**src/hw/mem_bridge_pkg.sv**
```systemverilog
package mem_bridge_pkg;

    // ******************************
    // widths
    // ******************************
    localparam int ADDR_W = 32;
    localparam int DATA_W = 32;
    localparam int STRB_W = DATA_W / 8;
    localparam int ID_W   = 4;

    typedef logic [ADDR_W-1:0] addr_t;
    typedef logic [DATA_W-1:0] word_t;
    typedef logic [STRB_W-1:0] strb_t;
    typedef logic [1:0]        size_t;
    typedef logic [ID_W-1:0]   axi_id_t;

    // ******************************
    // state machines
    // ******************************
    typedef enum logic [0:0] {
        ARB_IDLE,
        ARB_WAIT
    } arb_state_t;

    typedef enum logic [2:0] {
        AXI_IDLE,
        AXI_AR,
        AXI_R,
        AXI_AW_W,
        AXI_B
    } axi_state_t;

    // size codes, same encoding as arsize/awsize.
    localparam size_t SIZE_BYTE = 2'd0;
    localparam size_t SIZE_HALF = 2'd1;
    localparam size_t SIZE_WORD = 2'd2;

    // read ids tell fetches from loads.
    localparam axi_id_t ID_INST = 4'd0;
    localparam axi_id_t ID_DATA = 4'd1;

    // idle time after reset release.
    localparam int STRETCH_W      = 7;
    localparam int STRETCH_CYCLES = 128;

endpackage
```
**src/hw/mem_bridge_top.sv**
```systemverilog
`timescale 1ns/10ps

module mem_bridge_top (
    input  logic                    Clk,
    input  logic                    aresetn,

    input  logic                    inst_req_i,
    input  mem_bridge_pkg::addr_t   inst_addr_i,
    output logic                    inst_addr_ok_o,
    output logic                    inst_data_ok_o,
    output mem_bridge_pkg::word_t   inst_rdata_o,

    input  logic                    data_req_i,
    input  logic                    data_wr_i,
    input  mem_bridge_pkg::size_t   data_size_i,
    input  mem_bridge_pkg::addr_t   data_addr_i,
    input  mem_bridge_pkg::word_t   data_wdata_i,
    output logic                    data_addr_ok_o,
    output logic                    data_data_ok_o,
    output mem_bridge_pkg::word_t   data_rdata_o,

    output mem_bridge_pkg::axi_id_t arid_o,
    output mem_bridge_pkg::addr_t   araddr_o,
    output mem_bridge_pkg::size_t   arsize_o,
    output logic                    arvalid_o,
    input  logic                    arready_i,
    input  mem_bridge_pkg::word_t   rdata_i,
    input  logic                    rvalid_i,
    output logic                    rready_o,
    output mem_bridge_pkg::addr_t   awaddr_o,
    output mem_bridge_pkg::size_t   awsize_o,
    output logic                    awvalid_o,
    input  logic                    awready_i,
    output mem_bridge_pkg::word_t   wdata_o,
    output mem_bridge_pkg::strb_t   wstrb_o,
    output logic                    wvalid_o,
    input  logic                    wready_i,
    input  logic                    bvalid_i,
    output logic                    bready_o
);

    logic                    bridge_ready;

    // ******************************
    // arbiter to engine
    // ******************************
    logic                    start;
    logic                    is_write;
    mem_bridge_pkg::addr_t   req_addr;
    mem_bridge_pkg::size_t   req_size;
    mem_bridge_pkg::word_t   req_wdata;
    mem_bridge_pkg::strb_t   req_strb;
    mem_bridge_pkg::axi_id_t req_id;
    logic                    done;
    mem_bridge_pkg::word_t   done_rdata;

    reset_stretch i_reset_stretch (
        .Clk     (Clk),
        .aresetn (aresetn),
        .ready_o (bridge_ready)
    );

    req_arbiter i_req_arbiter (
        .Clk            (Clk),
        .aresetn        (aresetn),
        .ready_i        (bridge_ready),
        .inst_req_i     (inst_req_i),
        .inst_addr_i    (inst_addr_i),
        .inst_addr_ok_o (inst_addr_ok_o),
        .inst_data_ok_o (inst_data_ok_o),
        .inst_rdata_o   (inst_rdata_o),
        .data_req_i     (data_req_i),
        .data_wr_i      (data_wr_i),
        .data_size_i    (data_size_i),
        .data_addr_i    (data_addr_i),
        .data_wdata_i   (data_wdata_i),
        .data_addr_ok_o (data_addr_ok_o),
        .data_data_ok_o (data_data_ok_o),
        .data_rdata_o   (data_rdata_o),
        .start_o        (start),
        .is_write_o     (is_write),
        .addr_o         (req_addr),
        .size_o         (req_size),
        .wdata_o        (req_wdata),
        .strb_o         (req_strb),
        .id_o           (req_id),
        .done_i         (done),
        .rdata_i        (done_rdata)
    );

    axi_single_beat i_axi_single_beat (
        .Clk        (Clk),
        .aresetn    (aresetn),
        .start_i    (start),
        .is_write_i (is_write),
        .addr_i     (req_addr),
        .size_i     (req_size),
        .wdata_i    (req_wdata),
        .strb_i     (req_strb),
        .id_i       (req_id),
        .done_o     (done),
        .rdata_o    (done_rdata),
        .arid_o     (arid_o),
        .araddr_o   (araddr_o),
        .arsize_o   (arsize_o),
        .arvalid_o  (arvalid_o),
        .arready_i  (arready_i),
        .rdata_i    (rdata_i),
        .rvalid_i   (rvalid_i),
        .rready_o   (rready_o),
        .awaddr_o   (awaddr_o),
        .awsize_o   (awsize_o),
        .awvalid_o  (awvalid_o),
        .awready_i  (awready_i),
        .wdata_o    (wdata_o),
        .wstrb_o    (wstrb_o),
        .wvalid_o   (wvalid_o),
        .wready_i   (wready_i),
        .bvalid_i   (bvalid_i),
        .bready_o   (bready_o)
    );

endmodule

```
**src/hw/axi_single_beat.sv**
```systemverilog
`timescale 1ns/10ps

module axi_single_beat (
    input  logic                    Clk,
    input  logic                    aresetn,

    input  logic                    start_i,
    input  logic                    is_write_i,
    input  mem_bridge_pkg::addr_t   addr_i,
    input  mem_bridge_pkg::size_t   size_i,
    input  mem_bridge_pkg::word_t   wdata_i,
    input  mem_bridge_pkg::strb_t   strb_i,
    input  mem_bridge_pkg::axi_id_t id_i,
    output logic                    done_o,
    output mem_bridge_pkg::word_t   rdata_o,

    output mem_bridge_pkg::axi_id_t arid_o,
    output mem_bridge_pkg::addr_t   araddr_o,
    output mem_bridge_pkg::size_t   arsize_o,
    output logic                    arvalid_o,
    input  logic                    arready_i,

    input  mem_bridge_pkg::word_t   rdata_i,
    input  logic                    rvalid_i,
    output logic                    rready_o,

    output mem_bridge_pkg::addr_t   awaddr_o,
    output mem_bridge_pkg::size_t   awsize_o,
    output logic                    awvalid_o,
    input  logic                    awready_i,

    output mem_bridge_pkg::word_t   wdata_o,
    output mem_bridge_pkg::strb_t   wstrb_o,
    output logic                    wvalid_o,
    input  logic                    wready_i,

    input  logic                    bvalid_i,
    output logic                    bready_o
);

    mem_bridge_pkg::axi_state_t state_q;
    logic                       aw_done_q;
    logic                       w_done_q;
    logic                       aw_hs;
    logic                       w_hs;
    logic                       aw_taken;
    logic                       w_taken;

    mem_bridge_pkg::addr_t      addr_q;
    mem_bridge_pkg::size_t      size_q;
    mem_bridge_pkg::word_t      wdata_q;
    mem_bridge_pkg::strb_t      strb_q;
    mem_bridge_pkg::axi_id_t    id_q;

    // ******************************
    // channel outputs
    // ******************************
    assign arid_o    = id_q;
    assign araddr_o  = addr_q;
    assign arsize_o  = size_q;
    assign arvalid_o = (state_q == mem_bridge_pkg::AXI_AR);
    assign rready_o  = (state_q == mem_bridge_pkg::AXI_R);

    assign awaddr_o  = addr_q;
    assign awsize_o  = size_q;
    assign wdata_o   = wdata_q;
    assign wstrb_o   = strb_q;

    // aw and w drop independently on their own ready.
    assign awvalid_o = (state_q == mem_bridge_pkg::AXI_AW_W) & ~aw_done_q;
    assign wvalid_o  = (state_q == mem_bridge_pkg::AXI_AW_W) & ~w_done_q;
    assign bready_o  = (state_q == mem_bridge_pkg::AXI_B);

    assign aw_hs    = awvalid_o & awready_i;
    assign w_hs     = wvalid_o & wready_i;
    assign aw_taken = aw_done_q | aw_hs;
    assign w_taken  = w_done_q | w_hs;

    // ******************************
    // state machine
    // ******************************
    always_ff @(posedge Clk) begin
        if (!aresetn) begin
            state_q   <= mem_bridge_pkg::AXI_IDLE;
            aw_done_q <= 1'b0;
            w_done_q  <= 1'b0;
            done_o    <= 1'b0;
        end else begin
            done_o <= 1'b0;
            case (state_q)
                mem_bridge_pkg::AXI_IDLE: begin
                    if (start_i) begin
                        aw_done_q <= 1'b0;
                        w_done_q  <= 1'b0;
                        state_q   <= is_write_i ? mem_bridge_pkg::AXI_AW_W
                                                : mem_bridge_pkg::AXI_AR;
                    end
                end
                mem_bridge_pkg::AXI_AR: begin
                    if (arready_i) begin
                        state_q <= mem_bridge_pkg::AXI_R;
                    end
                end
                mem_bridge_pkg::AXI_R: begin
                    if (rvalid_i) begin
                        state_q <= mem_bridge_pkg::AXI_IDLE;
                        done_o  <= 1'b1;
                    end
                end
                mem_bridge_pkg::AXI_AW_W: begin
                    aw_done_q <= aw_taken;
                    w_done_q  <= w_taken;
                    if (aw_taken & w_taken) begin
                        state_q <= mem_bridge_pkg::AXI_B;
                    end
                end
                mem_bridge_pkg::AXI_B: begin
                    if (bvalid_i) begin
                        state_q <= mem_bridge_pkg::AXI_IDLE;
                        done_o  <= 1'b1;
                    end
                end
                default: begin
                    state_q <= mem_bridge_pkg::AXI_IDLE;
                end
            endcase
        end
    end

    // payload captured at start, read data at the r handshake.
    always_ff @(posedge Clk) begin
        if ((state_q == mem_bridge_pkg::AXI_IDLE) && start_i) begin
            addr_q  <= addr_i;
            size_q  <= size_i;
            wdata_q <= wdata_i;
            strb_q  <= strb_i;
            id_q    <= id_i;
        end
        if (rready_o && rvalid_i) begin
            rdata_o <= rdata_i;
        end
    end

endmodule

```
**src/hw/req_arbiter.sv**
```systemverilog
`timescale 1ns/10ps

module req_arbiter (
    input  logic                    Clk,
    input  logic                    aresetn,
    input  logic                    ready_i,

    input  logic                    inst_req_i,
    input  mem_bridge_pkg::addr_t   inst_addr_i,
    output logic                    inst_addr_ok_o,
    output logic                    inst_data_ok_o,
    output mem_bridge_pkg::word_t   inst_rdata_o,

    input  logic                    data_req_i,
    input  logic                    data_wr_i,
    input  mem_bridge_pkg::size_t   data_size_i,
    input  mem_bridge_pkg::addr_t   data_addr_i,
    input  mem_bridge_pkg::word_t   data_wdata_i,
    output logic                    data_addr_ok_o,
    output logic                    data_data_ok_o,
    output mem_bridge_pkg::word_t   data_rdata_o,

    output logic                    start_o,
    output logic                    is_write_o,
    output mem_bridge_pkg::addr_t   addr_o,
    output mem_bridge_pkg::size_t   size_o,
    output mem_bridge_pkg::word_t   wdata_o,
    output mem_bridge_pkg::strb_t   strb_o,
    output mem_bridge_pkg::axi_id_t id_o,

    input  logic                    done_i,
    input  mem_bridge_pkg::word_t   rdata_i
);

    mem_bridge_pkg::arb_state_t state_q;
    logic                       owner_data_q;
    logic                       busy_done;
    logic                       slot_free;
    logic                       take_data;
    logic                       take_inst;
    mem_bridge_pkg::strb_t      data_strb;

    // ******************************
    // owner selection
    // ******************************
    // the slot frees in the same cycle the engine reports done.
    assign busy_done = (state_q == mem_bridge_pkg::ARB_WAIT) & done_i;
    assign slot_free = ready_i & ((state_q == mem_bridge_pkg::ARB_IDLE) | busy_done);

    // data wins a tie.
    assign take_data = slot_free & data_req_i;
    assign take_inst = slot_free & inst_req_i & ~data_req_i;

    assign data_addr_ok_o = take_data;
    assign inst_addr_ok_o = take_inst;

    // ******************************
    // completion
    // ******************************
    assign data_data_ok_o = busy_done & owner_data_q;
    assign inst_data_ok_o = busy_done & ~owner_data_q;
    assign data_rdata_o   = rdata_i;
    assign inst_rdata_o   = rdata_i;

    // byte lanes from size and low address bits.
    always_comb begin
        case (data_size_i)
            mem_bridge_pkg::SIZE_BYTE: data_strb = 4'b0001 << data_addr_i[1:0];
            mem_bridge_pkg::SIZE_HALF: data_strb = data_addr_i[1] ? 4'b1100 : 4'b0011;
            default:                   data_strb = 4'b1111;
        endcase
    end

    always_ff @(posedge Clk) begin
        if (!aresetn) begin
            state_q      <= mem_bridge_pkg::ARB_IDLE;
            owner_data_q <= 1'b0;
            start_o      <= 1'b0;
        end else begin
            start_o <= take_data | take_inst;
            if (take_data | take_inst) begin
                state_q      <= mem_bridge_pkg::ARB_WAIT;
                owner_data_q <= take_data;
            end else if (busy_done) begin
                state_q <= mem_bridge_pkg::ARB_IDLE;
            end
        end
    end

    // transfer fields, held until the next acceptance.
    always_ff @(posedge Clk) begin
        if (take_data) begin
            is_write_o <= data_wr_i;
            addr_o     <= data_addr_i;
            size_o     <= data_size_i;
            wdata_o    <= data_wdata_i;
            strb_o     <= data_strb;
            id_o       <= mem_bridge_pkg::ID_DATA;
        end else if (take_inst) begin
            is_write_o <= 1'b0;
            addr_o     <= inst_addr_i;
            size_o     <= mem_bridge_pkg::SIZE_WORD;
            strb_o     <= '0;
            id_o       <= mem_bridge_pkg::ID_INST;
        end
    end

endmodule

```
**src/hw/reset_stretch.sv**
```systemverilog
`timescale 1ns/10ps

module reset_stretch (
    input  logic Clk,
    input  logic aresetn,
    output logic ready_o
);

    logic [mem_bridge_pkg::STRETCH_W-1:0] cnt_q;
    logic                                 ready_q;

    // counts from the first edge that sees aresetn high.
    // ready is set on the edge after the counter saturates.
    always_ff @(posedge Clk) begin
        if (!aresetn) begin
            cnt_q   <= '0;
            ready_q <= 1'b0;
        end else if (!ready_q) begin
            if (int'(cnt_q) == mem_bridge_pkg::STRETCH_CYCLES - 1) begin
                ready_q <= 1'b1;
            end else begin
                cnt_q <= cnt_q + 1'b1;
            end
        end
    end

    assign ready_o = ready_q;

endmodule

```
**config.mk**
```make
export PLATFORM = sky130hd
export DESIGN_NAME = mem_bridge_top
export DESIGN_NICKNAME = d
export VERILOG_FILES = /design/src/hw/mem_bridge_pkg.sv /design/src/hw/mem_bridge_top.sv /design/src/hw/axi_single_beat.sv /design/src/hw/req_arbiter.sv /design/src/hw/reset_stretch.sv
export SDC_FILE = /design/constraint.sdc
export NUM_CORES = 1
export LEC_CHECK = 0
export ABC_AREA = 1
export BUFFER_PORTS_ARGS = -buffer_cell sky130_fd_sc_hd__buf_2
export CAP_MARGIN = 30
export CORE_UTILIZATION = 40
export CTS_CLUSTER_DIAMETER = 80
export CTS_CLUSTER_SIZE = 40
export DETAILED_ROUTE_END_ITERATION = 10
export PLACE_DENSITY_LB_ADDON = 0.3
export SLEW_MARGIN = 20
export SYNTH_ARGS = -nofsm -noshare
export SYNTH_HDL_FRONTEND = slang
export SYNTH_SLANG_ARGS = --single-unit
```
**constraint.sdc**
```tcl
create_clock -name Clk -period 3.3 [get_ports Clk]
set_input_delay 0 -clock Clk [delete_from_list [all_inputs] [get_ports Clk]]
set_output_delay 0 -clock Clk [all_outputs]
set_load 0.005 [all_outputs]
```
==> impl_metrics.toml <==
[die]
die_w_um = 135
core-area_um2 = 17400
row_count = 48
start_util_pct = 41.1
dieArea_um2 = 18400
io_pins = 321
chipHeight_um = 135

[routing]
vias = 5013
dr.pass1.iters = 5
ant_nets = 0
wl_per_cell_um = 15.0
vias_per_cell = 4.42
route.final.wire_length_um = 17000
drt_iter0_markers = 243
drc_errors = 0

[clocking]
cts_made_buffers = 17
cts-resized-gates = 0
clockBufferDepth = 2
htreeDepth = 4
clk_pin_slew_ns = 0.07
post_cts_buffers = 0
clock_latency_ns = 0.42
numClockSinks = 192
cts_hold_buf = 140
cts_tree = "built"
root_buffer = "clkbuf_16"

[power]
vdd_drop_max_uv = 325
p_leak_nw = 4.49
power_density_nw_per_um2 = 504

[synthesis]
syn_inst = 491
synth_xor_area_share_pct = 0.123
ys_types = 28
synth_top_family_by_area = "simple AND/OR/NAND/NOR gates"
yosys.area_share.simple_pct = 9.76
seq_area_frac_synth_pct = 78.4
synth-adder-area-share_pct = 0.176
synth_compound_area_share_pct = 2.00
avgSynthCellArea_um2 = 14.5
yosysWarnings = 0
netlist_area_um2 = 7130
ys_ff_latch = 192
synthMuxAreaShare_pct = 0

[hold_path]
hold_class = "input port to flop"

[timing]
whs_ns = 0.0488
finalHoldViolCount = 0
relSlewSlack_pct = 43.3
period_share_pct = 68.9
min_period_ns = 2.27
worstMarginPinSlew_ns = 0.850
timing.final.ws_setup_ns = 1.03
rsz0062_at_grt = "no"
setup_tns_ns = 0
max_freq_ghz = 0.440
slew_violations = 0
skew_ns = 0.0101
finalSetupViolCount = 0

[grt]
use_met2_pct = 33.9
grt-ovfl-total = 0
grt_busiest_layer = "met2"
antenna_found_initial = 0
use_met3_pct = 4.45
grt_start_max_net_pins = 67
use_met1_pct = 20.5
grt_pass1_vias = 4943
grt_pass1_wl_um = 24800
grt_usage_pct = 18.4

[worst_setup_path]
criticalPathCategory = "flop to flop"
arrival_ns = 2.35
start_kind = "flop"
crit_path_end_kind = "flop"
required_ns = 3.37
critPathMaxFanout = 41

[placement]
dp_worst_setup_slack_ns = 1.03
place_congestion = 0.814
dp_hpwl_um = 11500
io_buffers = 317
placed_cell_area_um2 = 8480

[final_layout]
nets = 1037
n_antenna_cell = 0
final_area_um2 = 10500
post_route_cells_drive_above_1_share_pct = 41.3
area_delta_synth_final_pct = 47.1

[outcome]
status = "finished, final reports clean"

[job]
maxCapViolations = 0
==> cells by family after synthesis <==
group           Yosys count
fa+ha+maj                 1
simple gates            162
other cells               1
flops                   192
xor+xnor                  1
buf+inv                 110
compound gates           24
==> layout make-up <==
class                      instances  area (um^2)
sequential                       192         5590
tap                              225          282
multi-input combinational        191          873
clock buffer                      17          425
timing repair buffer             461         3020
clock inverter                    15          173
fill                            1359         6880
inverter                          33          125
==> worst paths after layout <==
| path | from | to | slack [ns] | depth (start not counted) |
|---|---|---|---|---|
| setup / recovery | i_axi_single_beat.state_q[2]$_SDFFE_PN0P_ | i_axi_single_beat.araddr_o[21]$_DFFE_PP_ | 1.03 | 6 |
| hold / removal | data_req_i | i_req_arbiter.start_o$_SDFF_PN0_ | 0.05 | 5 |
| setup reg to reg | i_axi_single_beat.state_q[2]$_SDFFE_PN0P_ | i_axi_single_beat.araddr_o[21]$_DFFE_PP_ | 1.03 | 6 |
| hold reg to reg | i_req_arbiter.wdata_o[15]$_DFFE_PP_ | i_axi_single_beat.wdata_o[15]$_DFFE_PP_ | 0.42 | 0 |
==> through the flow <==
stage	utilization, %	total power (W)	instances
detailed placement	48.9	0.00318	962
global placement	48.9	0.00316	962
finish	60.4	0.00528	1134
floorplan	-	0.00302	493
CTS	60.4	0.00533	1134
global route	60.4	0.00547	1134
==> Yosys cell counts <==
cell type | instances | area, um^2
edfxtp_1 | 174 | 5230
nand2_1 | 116 | 435
buf_4 | 69 | 518
inv_1 | 29 | 109
nor2_1 | 19 | 71.3
dfxtp_1 | 18 | 360
a21oi_1 | 12 | 60.1
nand3_1 | 6 | 30.0
nand4_1 | 5 | 31.3
buf_2 | 4 | 20.0
clkbuf_1 | 4 | 15.0
inv_2 | 4 | 15.0
nand3_2 | 4 | 40.0
nor2_2 | 4 | 25.0
o21ai_1 | 4 | 20.0
nand2_2 | 3 | 18.8
o21ai_0 | 3 | 15.0
a31oi_1 | 2 | 12.5
nor3_2 | 2 | 20.0
a21oi_2 | 1 | 8.76
conb_1 | 1 | 3.75
ha_1 | 1 | 12.5
nand3b_1 | 1 | 7.51
nor2_4 | 1 | 11.3
nor3_1 | 1 | 5.00
o21a_1 | 1 | 7.51
o21bai_4 | 1 | 18.8
xor2_1 | 1 | 8.76
==> cell usage in the layout (no fill, tap or decap), drive strengths merged, types with 7 or more instances in the layout <==
cell and count:
dfxtp 18, nand2 119, o21ai 7, nand3 10
clkinv 8, clkbuf 17, a21oi 13, dlygate4sd3 140
nor2 24, inv 38, edfxtp 174, buf 321
==> routing by layer <==
layer | vias to the layer above | part of all wire [%]
met2 | 209 | 54
li1 | 2424 | -
met3 | 19 | 5.8
met5 | - | 0
met4 | 0 | 1.4
met1 | 2361 | 39
==> power breakdown <==
part           leakage [nW]  internal (W)  switching, W
logic                  2.48      0.000282      0.000231
clock network         0.290       0.00108      0.000944
registers              1.72       0.00270     0.0000418
total                  4.49       0.00407       0.00122
==> worst max-delay path, stage by stage (launching register included) <==
cell and delay, ns:
dfxtp_1 0.38, nor2_2 0.22, inv_1 0.08, nor2_1 0.13, nand2_1 0.10, clkinv_2 0.50, buf_4 0.49
==> sequential cells by signal, indices dropped and copies added (netlist names), 4 cells and up <==
signal / cells
i_axi_single_beat.wstrb_o: 4
i_req_arbiter.addr_o: 32
i_reset_stretch.cnt_q: 7
i_req_arbiter.wdata_o: 32
i_req_arbiter.strb_o: 4
i_axi_single_beat.rdata_o: 32
i_axi_single_beat.araddr_o: 32
i_axi_single_beat.wdata_o: 32
Note: power is estimated with default switching activity, not from simulation.
